[src/design/lsu_cfg.svh]
// data width, sram depth, response latency and sram base address macros
`ifndef LSU_CFG_SVH
`define LSU_CFG_SVH

// data and address width
`define LSU_XLEN        32

// sram depth in words
`define LSU_SRAM_WORDS  256

// cycles from address accept to b/r valid
`define LSU_MEM_LATENCY 3

// byte address of sram word 0
`define LSU_SRAM_BASE   32'h0000_0000

`endif

[src/design/lsu_pkg.sv]
// package with the op kind enum, the axi response enum and the lane view union
`include "lsu_cfg.svh"

package lsu_pkg;

    // what the execute stage hands over
    typedef enum logic [1:0] {
        op_none  = 2'd0,    // pass-through, result is the address
        op_load  = 2'd1,
        op_store = 2'd2
    } lsu_op_e;

    typedef enum logic [1:0] {
        resp_okay   = 2'b00,
        resp_slverr = 2'b10,
        resp_decerr = 2'b11
    } axi_resp_e;

    // one bus word seen as byte lanes or as halfword lanes
    typedef union packed {
        logic [`LSU_XLEN/8-1:0][7:0]   bytes;
        logic [`LSU_XLEN/16-1:0][15:0] halves;
    } lane_word_u;

endpackage

[src/design/store_align.sv]
// store data lane shift and byte strobe generation
`timescale 1ns/10ps
`include "lsu_cfg.svh"

module store_align import lsu_pkg::*; (
    input  logic [2:0]             funct3,
    input  logic [`LSU_XLEN-1:0]   addr,
    input  logic [`LSU_XLEN-1:0]   data,
    output logic [`LSU_XLEN-1:0]   wdata,
    output logic [`LSU_XLEN/8-1:0] wstrb
);

    lane_word_u             src;
    lane_word_u             dst;
    logic [1:0]             offset;
    logic [`LSU_XLEN/8-1:0] base_strb;

    assign src    = data;
    assign offset = addr[1:0];     // byte offset in the word
    assign wdata  = dst;

    always_comb begin
        dst = '0;
        for (int i = 0; i < `LSU_XLEN/8; i++) begin
            if (i >= offset) begin
                dst.bytes[i] = src.bytes[i - offset];  // high bytes drop off
            end
        end
    end

    always_comb begin
        case (funct3)
            3'd0:    base_strb = 4'b0001;  // sb
            3'd1:    base_strb = 4'b0011;  // sh
            3'd2:    base_strb = 4'b1111;  // sw
            default: base_strb = 4'b0000;
        endcase
    end

    assign wstrb = base_strb << offset;

endmodule

[config.mk]
export PLATFORM = sky130hd
export DESIGN_NAME = store_align
export DESIGN_NICKNAME = d
export VERILOG_FILES = /design/src/design/lsu_pkg.sv /design/src/design/store_align.sv
export VERILOG_INCLUDE_DIRS = /design/src /design/src/design
export SDC_FILE = /design/constraint.sdc
export NUM_CORES = 1
export LEC_CHECK = 0
export ABC_AREA = 1
export BUFFER_PORTS_ARGS = -buffer_cell sky130_fd_sc_hd__buf_2
export CORE_ASPECT_RATIO = 1.4
export CORE_MARGIN = 2
export CORE_UTILIZATION = 30
export DETAILED_ROUTE_END_ITERATION = 10
export PLACE_DENSITY = 0.77
export SLEW_MARGIN = 5
export SYNTH_ARGS = -nofsm -noshare
export SYNTH_HDL_FRONTEND = slang
export SYNTH_SLANG_ARGS = --single-unit
[constraint.sdc]
create_clock -name vclk -period 4
set_clock_uncertainty 0.2 [all_clocks]
set_input_delay 0.8 -clock vclk [all_inputs]
set_output_delay 0.8 -clock vclk [all_outputs]
set_load 0.05 [all_outputs]
==> impl_results.md <==
* Clock buffer count at 0
* Seq_cells at 0
* Slowest stage cell on the critical path: inv_1
* DP HPWL at 2680 um
* Syn Nets at 267
* Cells along the critical path: buf_2 -> inv_6 -> ha_1 -> inv_1 -> nor2_1 -> nor2_1 -> buf_2
* Final Non-Filler Cells at 303
* MaxCap Viol Count at 0
* CP Capture Type: primary output
* Initial DRC count at 36
* Hold Startpoint: funct3[1]
* Sequential cell area at 0 um^2
* Worst Path Buf+Inv at 4
* Inst Count DP at 303
* Share of cells above drive strength 1 at 38.4%
* Port Buffers at 73
* Global-route wire length before repair at 5310 um
* Die Area at 0.00387 mm^2
* Die Height at 72.9 um
* Crit path time final at 3.43 ns
* CP max stage delay at 0.35 ns
* Slew Limit Fails at 0
* Synth Warn # at 0
* Vias at 1430
* Post-CTS Setup Bufs at 0
* Sequential share of power at 0%
* Initial Util at 30.6%
* Global route overflow at 0
* WL final at 3280 um
* Final setup TNS at 0 ns
* Maximum VDD drop at 0.0781 mV
* Sw power at 213 uW
* Hold Path Class: in -> out
* I/O pins at 103
* Status: complete, no violations
* Post-cts hold buffer count at 0
* Sw Ratio at 74.3%
* Vias in the first global route at 1296
* Area of the mapped netlist at 0.00102 mm^2
* Drt drc at 0
* Final net count at 335
* Seq/Total Area, Yosys at 0%
* Drt pass-1 iters at 4
* Largest net degree at the start of global routing at 25
* Die Span X at 53.2 um
* Req. time, crit path at 3.00 ns
* Most common cell after layout, fill and taps aside: buf_2
* Routability cong. at 0.771
* Area delta synth->final at 34.1%
* Final setup vio count at 0
* Routed WL per cell at 10.8 um
* Clock power share at 0%
* Syn avg cell area at 5.16 um^2
* Synth area leaders: nand2_1 (20%), o21ai_2 (19%), o21ai_0 (14%), nor2_1 (13%), inv_1 (8.1%)
* Area leader, netlist: nand2_1
* Maximum fanout along the worst path at 16
* Cell family with most CP delay: buffers and inverters
* Worst Path Arrival at 2.43 ns
* Leakage at 0.000807 uW
* Beginning of the critical path: addr[0]
* Total track usage at 17.1%
* Ant diodes at 0
* Fmax at 292 MHz
* Rel. slew slack at 69.9%
* Unrepaired setup endpoints after global routing: false
* Share of the synthesized area in the top cell type at 19.6%
* Startpoint Class: primary input
* Rows at 25
* WS Path Type: in -> out
* Final hold violation count at 0
* Synth cell types at 15
* Antenna violations before repair at 0
* Gate power share at 100.0%
* Post_cts resized at 0
* Most frequent cells in the layout: buf_2 (73), nand2_1 (53), nor2_1 (35)
* Vias/cell at 4.72
* Synth Instances at 197
* Core Region at 0.00332 mm^2
* Pwr dens at 210 mW/mm^2
* Slew @ Worst Pin at 0.452 ns
* Post-DRT Antenna Nets at 0
* P_int at 73.7 uW
* Final period util at 85.7%
[worst paths after layout]
kind / end / cells past startpoint
min: wstrb[3] / 4
max: wdata[6] / 7
[kinds of logic after synthesis]
logic type | after synthesis | synth area share (%)
muxes | 2 | 1.97
and+or+nand+nor | 94 | 35.5
buffers and inverters | 35 | 19.5
adders and majority gates | 3 | 3.69
AOI/OAI and AO/OA | 63 | 39.4
[layer usage]
metal  share of wire (%)  GRT usage, %  vias to the layer above
li1                    -             -                      775
met1                  39          19.2                      600
met2                  53          33.8                       51
met3                 5.8         0.820                        4
met4                 1.9          3.99                        0
met5                   0             0                        -
[power by group through the flow]
| stage | clock, uW | combinational (uW) | sequential (uW) |
|---|---|---|---|
| after floorplan | 0 | 224 | 0 |
| after global placement | 0 | 284 | 0 |
| after detailed placement | 0 | 288 | 0 |
| after CTS | 0 | 288 | 0 |
| after global routing | 0 | 311 | 0 |
| final | 0 | 287 | 0 |
[area by class of cell]
class                           instances  area [um^2]
Fill cell                             394         1950
Multi-Input combinational cell        162          818
Timing Repair Buffer                   78          403
Inverter                               23         91.3
Tap cell                               40         50.0
[cell usage after synthesis, drive strengths merged]
cell and count:
nand3 6, inv 23, o22ai 2, nand2 53, buf 11, clkbuf 1, o21ai 61, ha 3
mux2i 2, nor2 35
[metrics by stage]
step	hold slack, ns	worst slack, ns	util, %	power, uW	cell area (um^2)
2_1_floorplan	1.74	0.358	-	224	1020
3_3_place_gp	1.83	0.620	41.1	284	1360
3_5_place_dp	1.84	0.592	41.1	288	1360
4_1_cts	1.84	0.587	41.1	288	1360
5_1_grt	1.87	0.412	41.1	311	1360
6_report	1.84	0.573	41.1	287	1360
Note: power is estimated with default switching activity, not from simulation.
