File: src/design/lsu_cfg.svh
// data width, sram depth, response latency and sram base address macros
`ifndef LSU_CFG_SVH
`define LSU_CFG_SVH

// data and address width
`define LSU_XLEN        32

// sram depth in words
`define LSU_SRAM_WORDS  256

// cycles from address accept to b/r valid
`define LSU_MEM_LATENCY 3

// byte address of sram word 0
`define LSU_SRAM_BASE   32'h0000_0000

`endif

File: src/design/lsu_pkg.sv
// package with the op kind enum, the axi response enum and the lane view union
`include "lsu_cfg.svh"

package lsu_pkg;

    // what the execute stage hands over
    typedef enum logic [1:0] {
        op_none  = 2'd0,    // pass-through, result is the address
        op_load  = 2'd1,
        op_store = 2'd2
    } lsu_op_e;

    typedef enum logic [1:0] {
        resp_okay   = 2'b00,
        resp_slverr = 2'b10,
        resp_decerr = 2'b11
    } axi_resp_e;

    // one bus word seen as byte lanes or as halfword lanes
    typedef union packed {
        logic [`LSU_XLEN/8-1:0][7:0]   bytes;
        logic [`LSU_XLEN/16-1:0][15:0] halves;
    } lane_word_u;

endpackage

File: src/design/lsu_fsm.sv
// memory stage FSM: operation accept, axi address/data/response phases, result hand-off
`timescale 1ns/10ps
`include "lsu_cfg.svh"

module lsu_fsm import lsu_pkg::*; (
    input  logic                   clock,
    input  logic                   reset,
    input  logic                   in_valid,
    output logic                   in_ready,
    input  lsu_op_e                in_op,
    input  logic [2:0]             in_funct3,
    input  logic [`LSU_XLEN-1:0]   in_addr,
    input  logic [`LSU_XLEN-1:0]   in_wdata,
    input  logic [`LSU_XLEN-1:0]   in_pc,
    input  logic [4:0]             in_rd,
    input  logic                   in_reg_wen,
    output logic                   out_valid,
    input  logic                   out_ready,
    output logic [`LSU_XLEN-1:0]   out_pc,
    output logic [4:0]             out_rd,
    output logic                   out_reg_wen,
    output logic [`LSU_XLEN-1:0]   out_result,
    output logic                   out_fault,
    output logic                   awvalid,
    input  logic                   awready,
    output logic [`LSU_XLEN-1:0]   awaddr,
    output logic                   wvalid,
    input  logic                   wready,
    output logic [`LSU_XLEN-1:0]   wdata,
    output logic [`LSU_XLEN/8-1:0] wstrb,
    input  logic                   bvalid,
    output logic                   bready,
    input  axi_resp_e              bresp,
    output logic                   arvalid,
    input  logic                   arready,
    output logic [`LSU_XLEN-1:0]   araddr,
    input  logic                   rvalid,
    output logic                   rready,
    input  axi_resp_e              rresp,
    input  logic [`LSU_XLEN-1:0]   store_wdata,
    input  logic [`LSU_XLEN/8-1:0] store_strb,
    input  logic [`LSU_XLEN-1:0]   load_value,
    output logic [2:0]             op_funct3,
    output logic [`LSU_XLEN-1:0]   op_addr,
    output logic [`LSU_XLEN-1:0]   op_wdata
);

    typedef enum logic [1:0] {
        st_idle,
        st_addr,
        st_resp,
        st_done
    } state_e;

    state_e               state;
    lsu_op_e              op_q;
    logic [2:0]           funct3_q;
    logic [`LSU_XLEN-1:0] addr_q;
    logic [`LSU_XLEN-1:0] wdata_q;
    logic [`LSU_XLEN-1:0] pc_q;
    logic [4:0]           rd_q;
    logic                 reg_wen_q;
    logic [`LSU_XLEN-1:0] result_q;
    logic                 fault_q;
    logic                 aw_done;
    logic                 w_done;
    logic                 in_fire;
    logic                 out_fire;
    logic                 aw_fire;
    logic                 w_fire;
    logic                 ar_fire;
    logic                 b_fire;
    logic                 r_fire;
    logic                 wr_addr_ok;

    assign in_ready  = (state == st_idle);
    assign out_valid = (state == st_done);
    assign in_fire   = in_valid && in_ready;
    assign out_fire  = out_valid && out_ready;

    assign awvalid = (state == st_addr) && (op_q == op_store) && !aw_done;
    assign wvalid  = (state == st_addr) && (op_q == op_store) && !w_done;
    assign arvalid = (state == st_addr) && (op_q == op_load);
    assign bready  = (state == st_resp) && (op_q == op_store);
    assign rready  = (state == st_resp) && (op_q == op_load);

    assign aw_fire    = awvalid && awready;
    assign w_fire     = wvalid && wready;
    assign ar_fire    = arvalid && arready;
    assign b_fire     = bvalid && bready;
    assign r_fire     = rvalid && rready;
    assign wr_addr_ok = (aw_done || aw_fire) && (w_done || w_fire);  // both phases in

    always_ff @(posedge clock) begin
        if (reset) begin
            state   <= st_idle;
            op_q    <= op_none;
            aw_done <= 1'b0;
            w_done  <= 1'b0;
        end else begin
            case (state)
                st_idle: begin
                    if (in_fire) begin
                        op_q    <= in_op;
                        aw_done <= 1'b0;
                        w_done  <= 1'b0;
                        if (in_op == op_load || in_op == op_store) begin
                            state <= st_addr;
                        end else begin
                            state <= st_done;
                        end
                    end
                end
                st_addr: begin
                    if (aw_fire) begin
                        aw_done <= 1'b1;
                    end
                    if (w_fire) begin
                        w_done <= 1'b1;
                    end
                    if ((op_q == op_load && ar_fire) || (op_q == op_store && wr_addr_ok)) begin
                        state <= st_resp;
                    end
                end
                st_resp: begin
                    if (b_fire || r_fire) begin
                        state <= st_done;
                    end
                end
                default: begin
                    if (out_fire) begin
                        state <= st_idle;
                    end
                end
            endcase
        end
    end

    always_ff @(posedge clock) begin
        if (in_fire) begin
            funct3_q  <= in_funct3;
            addr_q    <= in_addr;
            wdata_q   <= in_wdata;
            pc_q      <= in_pc;
            rd_q      <= in_rd;
            reg_wen_q <= in_reg_wen;
            result_q  <= in_addr;     // pass-through result
            fault_q   <= 1'b0;
        end else if (b_fire) begin
            result_q <= '0;           // stores write nothing back
            fault_q  <= (bresp != resp_okay);
        end else if (r_fire) begin
            result_q <= (rresp == resp_okay) ? load_value : '0;
            fault_q  <= (rresp != resp_okay);
        end
    end

    assign awaddr    = addr_q;
    assign araddr    = addr_q;
    assign wdata     = store_wdata;
    assign wstrb     = store_strb;
    assign op_funct3 = funct3_q;
    assign op_addr   = addr_q;
    assign op_wdata  = wdata_q;

    assign out_pc      = pc_q;
    assign out_rd      = rd_q;
    assign out_reg_wen = reg_wen_q;
    assign out_result  = result_q;
    assign out_fault   = fault_q;

    assert property (@(posedge clock) disable iff (reset) !(arvalid && awvalid))
        else $error("read and write address issued together");

    // result must hold under back-pressure
    assert property (@(posedge clock) disable iff (reset)
        out_valid && !out_ready |=> out_valid && $stable(out_result))
        else $error("output dropped or changed before it was accepted");

endmodule

File: config.mk
export PLATFORM = sky130hd
export DESIGN_NAME = lsu_fsm
export DESIGN_NICKNAME = d
export VERILOG_FILES = /design/src/design/lsu_pkg.sv /design/src/design/lsu_fsm.sv
export VERILOG_INCLUDE_DIRS = /design/src /design/src/design
export SDC_FILE = /design/constraint.sdc
export NUM_CORES = 1
export LEC_CHECK = 0
export ABC_AREA = 1
export BUFFER_PORTS_ARGS = -buffer_cell sky130_fd_sc_hd__buf_2
export CELL_PAD_IN_SITES_DETAIL_PLACEMENT = 0
export CELL_PAD_IN_SITES_GLOBAL_PLACEMENT = 1
export CORE_AREA = 2 2 170 172
export CTS_CLUSTER_DIAMETER = 150
export DETAILED_ROUTE_END_ITERATION = 16
export DIE_AREA = 0 0 172 174
export PLACE_DENSITY_LB_ADDON = 0.25
export SYNTH_ARGS = -nofsm -noshare
export SYNTH_HDL_FRONTEND = slang
export SYNTH_SLANG_ARGS = --single-unit
File: constraint.sdc
create_clock -name clock -period 4 [get_ports clock]
set_input_delay 0.8 -clock clock [delete_from_list [all_inputs] [get_ports clock]]
set_output_delay 0.8 -clock clock [all_outputs]
set_load 0.05 [all_outputs]
==> results.md <==
- Layout Nets: between 800 and 900
- Initial Util: 0.209
- Synth Cell Area: between 5000 and 6000 um^2
- Critical path class: reg2out
- DR pass1 iterations: 4
- Area delta synth->final: 36.0%
- Crit path arrival time: about 1.6 ns
- Design Area, Final: approximately 8000 um^2
- Flops & latches, synth: 144
- Post-route ant nets: 0
- Die H: 174 um
- Clock root cell: clkbuf_16
- Global-route usage over all layers: 0.119
- Initial drt markers: between 200 and 250
- Cells on Worst Hold Path: 2
- Clk pin slew, worst setup/hold paths: ~0.08 ns
- Detailed placement HPWL: 14,400 um
- CORE AREA: between 20,000 and 30,000 um^2
- CP most frequent cell: inv_1
- Vias in the first global route: roughly 4,000
- Row count: 62
- Area of the multi-input gates: between 700 and 800 um^2
- Reg2Reg Depth: 7
- Die ar.: approximately 30,000 um^2
- Vias/cell: around 3.7
- GPL Wtd Cong: slightly above 0.7
- CTS tree: done
- VDD IR-drop max: approximately 0.00045 V
- Leak: about 3.5 nW
- Total setup buffers inserted after CTS: 0
- Placed Area: between 7000 and 8000 um^2
- Die Span X: between 150 and 200 um
- Worst path cell trace: inv_1 > ha_1 > inv_1 > nor2_4 > buf_2
- Hold crit path type: reg2reg
- Slowest stage cell, crit path: dfxtp_1
- Synth cell types: 27
- CP peak stage delay: approximately 0.34 ns
- Crit path buf inv count: 3
- Synth warn: 0
- Skew-Pair Late Insertion Delay: roughly 0.42 ns
- Clock skew: roughly 0.013 ns
- I/O Buffers: 360
- Final Cycle Share: 0.610
- Post-Synthesis Mean Instance Area: 13.8 um^2
- Outcome: finished, final reports clean
- Htree depth: 4
- Drc violations: 0
- Seq/Total Area, Yosys: 0.722
- Share of cells above drive strength 1: 0.581
- Inserted Clock Buffers: 17
- Cell family with most CP delay: buffers and inverters
- Pin count of the biggest net entering global routing: between 70 and 80
- Power per cell area: 831 nW/um^2
- Top Ports: about 430
- Largest fanout on the critical path: 4
- Initial antenna violation count: 3
- Clk sinks: 144
- Post-Synthesis Cells: about 430
- Setup crit end kind: output port
- Slew Limit Headroom: 0.409
- DR WL/cell: 17.1 um
- Routed wire length: roughly 19,000 um
- # hold bufs at CTS: 0
- Tightest Pin Transition: approximately 0.88 ns
- Utilization after layout: 0.284
- Max-slew violation count: 0
- Total Neg Setup Slack: 0 ns
- Post-CTS sizing: 0
- Grt ovf: 0
- WP data required: between 3 and 4 ns
- Register area: approximately 4300 um^2
- Final setup viols: 0
- Final Hold Fails: 0
- Via Count: between 4,000 and 5,000
- First-pass GRT wire length: roughly 26,000 um
- Critical Path Stages: 5
- Final hold slack: roughly 0.49 ns
- Syn_nets: roughly 620
- Max Freq: ~0.4 GHz
- Setup repair after global routing missed its margin: false
- Startpoint types: flop
- Clk buf depth: 2
- Number of max-cap violations: 0
- Fillers: 3,064
- Final min period: approximately 2.4 ns
[registers in the layout (all words and copies together), names as in the netlist, 2 cells and up]
register and cells:
out_rd 5, op_q 2, op_wdata 32, out_pc 32, op_funct3 3, out_result 32, araddr 32, state 2
[final timing paths]
| check | start | end | slack, ns |
|---|---|---|---|
| setup reg to reg | state[0]$_SDFFE_PP0P_ | out_result[23]$_DFFE_PP_ | 1.79 |
| setup / recovery | state[0]$_SDFFE_PP0P_ | bready | 1.56 |
| hold / removal | out_fault$_SDFFE_PP0P_ | out_fault$_SDFFE_PP0P_ | 0.49 |
| hold reg to reg | out_fault$_SDFFE_PP0P_ | out_fault$_SDFFE_PP0P_ | 0.49 |
[cell type report]
type / instances / area share
clock buffer: 17 / 0.0531
antenna: 2 / 0.000625
sequential: 144 / 0.531
timing repair buffer: 363 / 0.229
inverter: 17 / 0.00875
multi-input combinational: 157 / 0.0956
clock inverter: 15 / 0.0216
tap: 384 / 0.0600
[stage by stage]
step,power [mW],cells,setup WS [ns]
global placement,5.13,1065,1.67
detailed placement,5.13,1065,1.64
CTS,6.76,1097,1.51
floorplan,4.68,427,0.946
global route,6.96,1097,1.41
finish,6.65,1099,1.56
[cells in the final DEF (no fill, tap or decap), types with 4 or more instances in the layout]
cell type and n:
nor2_1 9, nand3_1 4, edfxtp_1 137, nand2_1 77, inv_6 4, inv_1 12, o21ai_0 5, o21ai_1 30
buf_2 360, clkinv_8 5, a21oi_1 7, nand2_2 5, dfxtp_1 7, ha_1 4, clkbuf_16 17
[tightest hold or removal path: stages (launching register included)]
cell	delay, ns
dfxtp_1	0.32
nand2_1	0.06
a31oi_1	0.06
[layer usage]
layer  wire length, um  global-route usage  vias to the layer above
li1                  -                   -                     1922
met1              6840               0.125                     1924
met2              9850               0.217                      212
met3              1640              0.0401                       34
met4               450              0.0476                        4
met5                27                   0                        -
[power breakdown]
| group | total (mW) | switching (mW) | leakage (nW) | internal (mW) |
|---|---|---|---|---|
| Sequential | 2.26 | 0.130 | 1.37 | 2.13 |
| Clock | 1.60 | 0.764 | 0.280 | 0.840 |
| Combinational | 2.79 | 2.31 | 1.82 | 0.484 |
| Total | 6.65 | 3.20 | 3.46 | 3.45 |
[Yosys cell counts, drive strengths merged]
| library cell | n | area, um^2 |
|---|---|---|
| edfxtp | 137 | 4110 |
| buf | 109 | 815 |
| nand2 | 83 | 329 |
| o21ai | 35 | 175 |
| inv | 16 | 60.1 |
| nor2 | 14 | 67.6 |
| a21oi | 8 | 43.8 |
| dfxtp | 7 | 140 |
| nand3 | 6 | 40.0 |
| ha | 4 | 50.1 |
| o21bai | 2 | 15.0 |
| a31oi | 1 | 6.26 |
| clkinv | 1 | 5.00 |
| nand4 | 1 | 6.26 |
| o211ai | 1 | 7.51 |
| or2 | 1 | 6.26 |
| xor2 | 1 | 8.76 |
[kinds of logic (layout without fill, tap and decap cells)]
group	Yosys count	in the layout	synth area share
flip-flops	144	144	0.722
buffers and inverters	126	412	0.149
AND/OR/NAND/NOR	105	105	0.0763
AO/OA/AOI/OAI	47	47	0.0421
adder cells (fa/ha/maj)	4	4	0.00850
XOR/XNOR	1	1	0.00149
other	0	2	0
No activity file was read; power rests on OpenSTA's default activity.
