==> config.mk <==
export PLATFORM = sky130hd
export DESIGN_NAME = load_extend
export DESIGN_NICKNAME = d
export VERILOG_FILES = /design/src/design/lsu_pkg.sv /design/src/design/load_extend.sv
export VERILOG_INCLUDE_DIRS = /design/src /design/src/design
export SDC_FILE = /design/constraint.sdc
export NUM_CORES = 1
export LEC_CHECK = 0
export BUFFER_PORTS_ARGS = -buffer_cell sky130_fd_sc_hd__buf_2
export CAP_MARGIN = 20
export CORE_MARGIN = 4
export CORE_UTILIZATION = 32
export DETAILED_ROUTE_END_ITERATION = 16
export PLACE_DENSITY = 0.9
export SLEW_MARGIN = 20
export SYNTH_ARGS = -nofsm -noshare
export SYNTH_HDL_FRONTEND = slang
export SYNTH_SLANG_ARGS = --single-unit
==> constraint.sdc <==
create_clock -name vclk -period 1.1
set_clock_uncertainty 0.05 [all_clocks]
set_input_delay 0.165 -clock vclk [all_inputs]
set_output_delay 0.165 -clock vclk [all_outputs]
set_load 0.02 [all_outputs]
==> src/design/lsu_cfg.svh <==
// data width, sram depth, response latency and sram base address macros
`ifndef LSU_CFG_SVH
`define LSU_CFG_SVH

// data and address width
`define LSU_XLEN        32

// sram depth in words
`define LSU_SRAM_WORDS  256

// cycles from address accept to b/r valid
`define LSU_MEM_LATENCY 3

// byte address of sram word 0
`define LSU_SRAM_BASE   32'h0000_0000

`endif

==> src/design/lsu_pkg.sv <==
// package with the op kind enum, the axi response enum and the lane view union
`include "lsu_cfg.svh"

package lsu_pkg;

    // what the execute stage hands over
    typedef enum logic [1:0] {
        op_none  = 2'd0,    // pass-through, result is the address
        op_load  = 2'd1,
        op_store = 2'd2
    } lsu_op_e;

    typedef enum logic [1:0] {
        resp_okay   = 2'b00,
        resp_slverr = 2'b10,
        resp_decerr = 2'b11
    } axi_resp_e;

    // one bus word seen as byte lanes or as halfword lanes
    typedef union packed {
        logic [`LSU_XLEN/8-1:0][7:0]   bytes;
        logic [`LSU_XLEN/16-1:0][15:0] halves;
    } lane_word_u;

endpackage

==> src/design/load_extend.sv <==
// load lane selection and sign or zero extension
`timescale 1ns/10ps
`include "lsu_cfg.svh"

module load_extend import lsu_pkg::*; (
    input  logic [2:0]           funct3,
    input  logic [`LSU_XLEN-1:0] addr,
    input  logic [`LSU_XLEN-1:0] rdata,
    output logic [`LSU_XLEN-1:0] value
);

    lane_word_u  word;
    logic [7:0]  sel_byte;
    logic [15:0] sel_half;

    assign word     = rdata;
    assign sel_byte = word.bytes[addr[1:0]];
    assign sel_half = word.halves[addr[1]];   // bit 0 ignored for halves

    always_comb begin
        case (funct3)
            3'd0: begin
                value = {{(`LSU_XLEN-8){sel_byte[7]}}, sel_byte};    // lb
            end
            3'd1: begin
                value = {{(`LSU_XLEN-16){sel_half[15]}}, sel_half};  // lh
            end
            3'd2: begin
                value = word;                                         // lw
            end
            3'd4: begin
                value = {{(`LSU_XLEN-8){1'b0}}, sel_byte};           // lbu
            end
            3'd5: begin
                value = {{(`LSU_XLEN-16){1'b0}}, sel_half};          // lhu
            end
            default: begin
                value = '0;
            end
        endcase
    end

endmodule

==> results of run 1 <==
## cell families (layout without fill, tap and decap cells)
kind of cell    after synthesis  after routing  share of synthesized area [%]
compound gates               42             42                           34.8
mux                          25             25                           32.4
simple gates                 31             31                           20.1
buf+inv                      16            102                           12.7
## metal layers
| metal | routed length [microns] | vias to the layer above |
|---|---|---|
| met2 | 2330 | 81 |
| met3 | 300 | 14 |
| met1 | 1440 | 630 |
| met4 | 89 | 0 |
| met5 | 0 | - |
| li1 | - | 625 |
## worst max-delay path, cell delays in order
cell and delay, ns:
buf_8 0.10, mux2_4 0.30, a22oi_4 0.26, buf_12 0.17, o211ai_1 0.12, buf_2 0.19
## cell type report
class	instances	share of cell area [%]
well taps	30	2.15
multi-input cells	98	53.0
repair buffers	102	44.8
## cells in the final DEF, fill, tap and decap left out
cell,synthesis,layout
nor2_1,2,1
a22oi_4,1,1
buf_4,1,29
buf_8,0,1
nand3b_4,1,1
o211ai_1,16,16
a22oi_2,0,2
nand2b_4,0,1
mux2i_1,7,4
nor2b_4,0,1
mux2_4,1,15
or2_2,1,1
buf_2,6,51
o21ai_1,3,3
mux2i_2,0,3
nand3_1,16,16
nor2b_1,2,1
a22oi_1,9,7
buf_6,5,15
nand2_1,7,7
o22ai_2,0,7
mux2_2,17,3
buf_12,0,5
nor3b_4,0,1
clkbuf_16,0,1
nor2_2,0,1
o21ai_2,0,4
o21ai_4,0,2
## power by group
| part | switching [mW] | total (mW) | internal, mW |
|---|---|---|---|
| registers | 0 | 0 | 0 |
| clock network | 0 | 0 | 0 |
| logic | 0.473 | 0.948 | 0.475 |
## per-stage QoR
stage               cell area [sq um]  utilization (%)  instances
finish                           1740             69.1        230
global route                     1740             69.1        230
CTS                              1590             63.0        228
detailed placement               1500             59.5        228
global placement                 1500             59.5        228
floorplan                         968                -        114
## worst max path at each step
stage,from,endpoint,slack (ns)
CTS,addr[0],value[16],-0.41
detailed placement,addr[1],value[1],-0.43
global placement,addr[0],value[22],-0.39
finish,addr[0],value[31],-0.43
floorplan,addr[0],value[25],-0.21
global route,addr[0],value[31],-0.45
## timing repair
action	CTS	global route
buffers inserted	0	0
setup endpoints to repair	32	32
resized for setup	25	32
endpoints found under the hold margin	0	0
pin swaps	5	4
cloned	0	2
==> flow_summary.json, run 1 <==
{
  "syn-cell-area_sq_um": 855,
  "grt_overflow": 0,
  "die_area_sq_um": 3560,
  "drtIter0Drc": 59,
  "nFlopsAndLatches": 0,
  "violations": "setup timing",
  "top_usage_layer": "met2",
  "status": "finished with violations",
  "fin_crit_sh_pct": 139,
  "setup_tns_ns": -11.34,
  "final_nets": 269,
  "rsz0062_at_grt": "yes",
  "max_freq_mhz": 655,
  "yosysSeqAreaShare_pct": 0,
  "finalCriticalPeriod_ns": 1.53,
  "grt_use_met3_pct": 0.432,
  "slew_headroom_pct": 80.6,
  "worst_pin_slew_ns": 0.292,
  "core_area_sq_um": 2520,
  "maxCapViolCount": 0,
  "cp-end-kind": "output port",
  "synth_top_area_share_pct": 22.4,
  "hold_class": "input pin to output port",
  "grt_pass1_wl_microns": 5640,
  "diodes": 0,
  "hold_path_end": "value[11]",
  "yosys_warnings": 0,
  "antenna_found_initial": 0,
  "route.detailed.drc": 0,
  "fp-row-count": 18,
  "yosysTopAreaCell": "mux2_2",
  "grt_max_degree": 26,
  "use_met2_pct": 39.0,
  "syn_to_final_growth_pct": 104,
  "grt_usage_pct": 19.8,
  "cp.required_ns": 0.88,
  "synth.top_cells.by_count": "mux2_2, nand3_1, o211ai_1",
  "die_h_microns": 59.7,
  "chipWidth_microns": 59.7,
  "cp.arrival_ns": 1.31,
  "viasPerCell": 5.87,
  "peakVddDrop_v": 0.000413,
  "vias": 1350,
  "avgSynthCellArea_sq_um": 7.50,
  "met1_usage_pct": 24.1,
  "powerDensity_nw_per_um2": 543,
  "synth_nets": 181,
  "initial_core_util_pct": 33.9,
  "holdBufCountCts": 0,
  "synthCells": 114,
  "grt_pass1_vias": 1296,
  "gp_congestion": 0.774,
  "ant_nets": 0,
  "drive_gt1_share_pct": 72.5,
  "synth_cell_types": 21,
  "start_kind": "input pin",
  "crit_fanout": 13,
  "dr.pass1.iters": 4,
  "p_leak_nw": 0.881,
  "nFillCells": 203,
  "fin_ws_ns": -0.428,
  "finalSetupViolCount": 32,
  "avgRoutedWirePerCell_microns": 18.1,
  "slew_viol_final": 0,
  "power_mw": 0.948,
  "hold_depth": 4,
  "hold_viol": 0,
  "holdWs_ns": 0.646,
  "io_pins": 99,
  "place_ws_ns": -0.427,
  "ys_top_cells_by_area": "mux2_2, o211ai_1, nand3_1",
  "regArea_sq_um": 0,
  "hp-start": "rdata[11]",
  "multi_input_area_sq_um": 925,
  "n_clock_buffer": 0,
  "hpwlAfterDp_microns": 2790,
  "wirelength_microns": 4160,
  "yosysMostFrequentCell": "mux2_2",
  "crit_type": "input pin to output port",
  "port_buffers": 69
}
Note: power is estimated with default switching activity, not from simulation.
==> run 2: changes to the inputs <==
--- a/config.mk
+++ b/config.mk
@@ -11,7 +11,7 @@
 export CORE_MARGIN = 4
 export CORE_UTILIZATION = 32
 export DETAILED_ROUTE_END_ITERATION = 16
-export PLACE_DENSITY = 0.9
+export PLACE_DENSITY_LB_ADDON = 0.2
 export SLEW_MARGIN = 20
 export SYNTH_ARGS = -nofsm -noshare
 export SYNTH_HDL_FRONTEND = slang
==> flow_summary.json, run 2 (same netlist as run 1, synthesis figures left out) <==
{
  "core_area_sq_um": 2520,
  "finalCriticalPeriod_ns": 1.49,
  "grt_max_degree": 18,
  "p_comb_share_pct": 100.0,
  "vias": 1291,
  "rsz0062_at_grt": "yes",
  "holdWs_ns": 0.629,
  "crit_fanout": 6,
  "avgRoutedWirePerCell_microns": 16.5,
  "die_area_sq_um": 3560,
  "status": "finished with violations",
  "slew_headroom_pct": 83.5,
  "layout_common_cells": "buf_4, buf_2, buf_6",
  "clkPwrFrac_pct": 0,
  "dr.pass1.iters": 4,
  "crit_chain": "buf_8 -> mux2_4 -> a22oi_4 -> buf_6 -> o211ai_1 -> buf_4",
  "place_inst": 228,
  "max_freq_mhz": 671,
  "fin_util_pct": 71.0,
  "port_buffers": 69,
  "final_common_cell": "buf_4",
  "io_pins": 99,
  "viasPerCell": 5.61,
  "p_leak_nw": 0.886,
  "maxCapViolCount": 0,
  "slew_viol_final": 0,
  "chipWidth_microns": 59.7,
  "peakVddDrop_v": 0.000338,
  "crit_type": "input pin to output port",
  "finalSetupViolCount": 32,
  "ant_nets": 0,
  "slowest_stage": "mux2_4",
  "regArea_sq_um": 0,
  "syn_to_final_growth_pct": 110,
  "p_seq_share_pct": 0,
  "grt_usage_pct": 21.1,
  "final_nets": 269,
  "p_sw_mw": 0.468,
  "start_kind": "input pin",
  "wirelength_microns": 3800,
  "holdBufCountCts": 0,
  "slowest_delay_ns": 0.30,
  "worst_pin_slew_ns": 0.248,
  "route.detailed.drc": 0,
  "hold_class": "input pin to output port",
  "drtIter0Drc": 29,
  "grt_pass1_vias": 1349,
  "met1_usage_pct": 25.5,
  "violations": "setup timing",
  "die_h_microns": 59.7,
  "grt_overflow": 0,
  "top_usage_layer": "met2",
  "fin_crit_sh_pct": 136,
  "initial_core_util_pct": 33.9,
  "hpwlAfterDp_microns": 2670,
  "postCtsSetupRepairBufs": 0,
  "antenna_found_initial": 0,
  "grt_pass1_wl_microns": 6010,
  "finalNonFillerCells": 230,
  "fp-row-count": 18,
  "grt_use_met3_pct": 1.73,
  "cp.required_ns": 0.88,
  "n_clock_buffer": 0,
  "use_met2_pct": 40.7,
  "nFlopsAndLatches": 0,
  "fin_ws_ns": -0.391,
  "p_sw_share_pct": 48.4,
  "gp_congestion": 0.733,
  "powerDensity_nw_per_um2": 539,
  "cp-end-kind": "output port",
  "drive_gt1_share_pct": 74.0,
  "cp.arrival_ns": 1.28,
  "internal-power_mw": 0.498,
  "hold_viol": 0,
  "diodes": 0
}
==> run 2: through the flow <==
stage / instance area, sq um / setup slack, ns / power (mW) / setup TNS [ns]
2_1_floorplan: 968 / -0.212 / 0.482 / -5.87
5_1_grt: 1790 / -0.425 / 1.02 / -11.57
3_3_place_gp: 1490 / -0.381 / 0.754 / -11.55
6_report: 1790 / -0.391 / 0.966 / -10.55
3_5_place_dp: 1490 / -0.412 / 0.766 / -12.01
4_1_cts: 1700 / -0.371 / 0.907 / -10.33
==> run 2: path summary, 6_finish.rpt <==
kind | from | to | slack, ns | cells after the start
worst min-delay path | rdata[13] | value[13] | 0.63 | 4
worst max-delay path | addr[0] | value[24] | -0.39 | 6
==> run 2: critical path, delay by kind of cell <==
family	cells	cell delay, ns
AOI/OAI and AO/OA	2	0.34
buffers and inverters	3	0.46
muxes	1	0.30
==> run 2: final cells by class <==
cell class	count	area (sq um)
repair buffers	102	811
well taps	30	37.5
multi-input cells	98	943
fillers	219	731
==> run 2: power by group through the flow <==
stage               clock [mW]  sequential, mW  combinational (mW)
detailed placement           0               0               0.766
global placement             0               0               0.754
finish                       0               0               0.966
global route                 0               0                1.02
CTS                          0               0               0.907
floorplan                    0               0               0.482
==> run 2: repair_timing <==
| item | CTS | global route |
|---|---|---|
| gates cloned | 2 | 0 |
| endpoints found under the setup margin | 32 | 32 |
| resized for setup | 65 | 21 |
| pin swaps | 23 | 4 |
==> run 2: layer usage <==
| metal | wire length [microns] | up-vias |
|---|---|---|
| met1 | 1490 | 612 |
| met2 | 2010 | 52 |
| li1 | - | 625 |
| met4 | 14 | 0 |
| met3 | 282 | 2 |
| met5 | 0 | - |
==> run 3: changes to the inputs <==
--- a/config.mk
+++ b/config.mk
@@ -8,10 +8,13 @@
 export LEC_CHECK = 0
 export BUFFER_PORTS_ARGS = -buffer_cell sky130_fd_sc_hd__buf_2
 export CAP_MARGIN = 20
+export CORE_ASPECT_RATIO = 2
 export CORE_MARGIN = 4
 export CORE_UTILIZATION = 32
 export DETAILED_ROUTE_END_ITERATION = 16
+export GPL_ROUTABILITY_DRIVEN = 0
 export PLACE_DENSITY_LB_ADDON = 0.2
+export REMOVE_ABC_BUFFERS = 1
 export SLEW_MARGIN = 20
 export SYNTH_ARGS = -nofsm -noshare
 export SYNTH_HDL_FRONTEND = slang
==> flow_summary.json, run 3 (same netlist as run 1, synthesis figures left out) <==
{
  "slowest_stage": "mux2_2",
  "p_sw_mw": 0.410,
  "slowest_delay_ns": 0.35,
  "port_buffers": 69,
  "n_clock_buffer": 0,
  "hpwlAfterDp_microns": 2630,
  "place_area_sq_um": 1360,
  "p_seq_share_pct": 0,
  "wirelength_microns": 3590,
  "grt_max_degree": 26,
  "antenna_found_initial": 0,
  "core_area_sq_um": 2570,
  "fp-row-count": 26,
  "chipWidth_microns": 44.5,
  "cp-end-kind": "output port",
  "internal-power_mw": 0.380,
  "grt_usage_pct": 19.5,
  "grt_pass1_vias": 1301,
  "crit_chain": "buf_2 -> mux2_2 -> a22oi_4 -> buf_12 -> o211ai_1 -> buf_2",
  "nFlopsAndLatches": 0,
  "cpMostUsedCell": "buf_2",
  "worst_pin_slew_ns": 0.420,
  "die_area_sq_um": 3610,
  "p_leak_nw": 0.786,
  "maxCapViolCount": 0,
  "slew_headroom_pct": 72.0,
  "route.detailed.drc": 0,
  "slew_viol_final": 0,
  "max_freq_mhz": 664,
  "regArea_sq_um": 0,
  "io_pins": 99,
  "finalSetupViolCount": 32,
  "final_common_cell": "buf_2",
  "status": "finished with violations",
  "clkPwrFrac_pct": 0,
  "fin_area_sq_um": 1500,
  "holdWs_ns": 0.657,
  "hold_viol": 0,
  "drive_gt1_share_pct": 62.4,
  "fin_ws_ns": -0.407,
  "rsz0062_at_grt": "yes",
  "diodes": 0,
  "cp.depth": 6,
  "viasPerCell": 5.67,
  "syn_to_final_growth_pct": 75.5,
  "hold_class": "input pin to output port",
  "fin_crit_sh_pct": 137,
  "p_sw_share_pct": 51.9,
  "grt_overflow": 0,
  "start_kind": "input pin",
  "holdBufCountCts": 0,
  "layout_common_cells": "buf_2, buf_4, nand3_1, o211ai_1, mux2_4",
  "dr.pass1.iters": 5,
  "p_comb_share_pct": 100.0,
  "drtIter0Drc": 20,
  "path_buf_inv": 3,
  "setup_tns_ns": -11.11,
  "final_nets": 263,
  "violations": "setup timing",
  "crit_family": "buffers and inverters",
  "hold_depth": 4,
  "ant_nets": 0,
  "vias": 1259,
  "finalCriticalPeriod_ns": 1.51,
  "initial_core_util_pct": 33.3,
  "place_ws_ns": -0.422,
  "cp.required_ns": 0.88,
  "fin_util_pct": 58.4,
  "die_h_microns": 81.1,
  "cp.arrival_ns": 1.29,
  "avgRoutedWirePerCell_microns": 16.1,
  "crit_fanout": 25,
  "grt_pass1_wl_microns": 5690,
  "crit_type": "input pin to output port",
  "powerDensity_nw_per_um2": 527,
  "peakVddDrop_v": 0.000253
}
run 3: power by group through the flow:
stage                     Clock [mW]  Combinational, mW  Sequential [mW]
after floorplan                    0              0.365                0
after global placement             0              0.698                0
final                              0              0.790                0
after CTS                          0              0.753                0
after global routing               0              0.849                0
after detailed placement           0              0.705                0
run 3: per-layer routing:
| layer | wire (microns) | vias up | global-route usage, % |
|---|---|---|---|
| met5 | 0 | - | 0 |
| met4 | 76 | 0 | 5.74 |
| met3 | 197 | 8 | 0.665 |
| met2 | 1930 | 57 | 35.6 |
| met1 | 1380 | 580 | 23.4 |
| li1 | - | 614 | - |
run 3: per-stage QoR:
| stage | std cells | total power [mW] |
|---|---|---|
| 2_1_floorplan | 98 | 0.365 |
| 3_3_place_gp | 221 | 0.698 |
| 3_5_place_dp | 221 | 0.705 |
| 4_1_cts | 222 | 0.753 |
| 5_1_grt | 222 | 0.849 |
| 6_report | 222 | 0.790 |
run 3: worst min-delay path, stage by stage:
cell	delay, ns
buf_2	0.08
a22oi_1	0.06
o21ai_0	0.07
buf_2	0.16
run 3: cell type report:
| type | instances | area [sq um] |
|---|---|---|
| Timing Repair Buffer | 96 | 656 |
| Multi-Input combinational cell | 98 | 810 |
| Tap cell | 28 | 35.0 |
| Fill cell | 246 | 1070 |
run 3: path summary, 6_finish.rpt:
| check | from | to | slack [ns] |
|---|---|---|---|
| worst max-delay path | addr[0] | value[27] | -0.41 |
| worst min-delay path | rdata[14] | value[14] | 0.66 |
run 3: what timing repair did:
action / 4_1_cts / 5_1_grt
resized for setup: 16 / 16
setup endpoints to repair: 32 / 32
setup buffers: 0 / 0
gates cloned: 1 / 0
pin swaps: 2 / 2
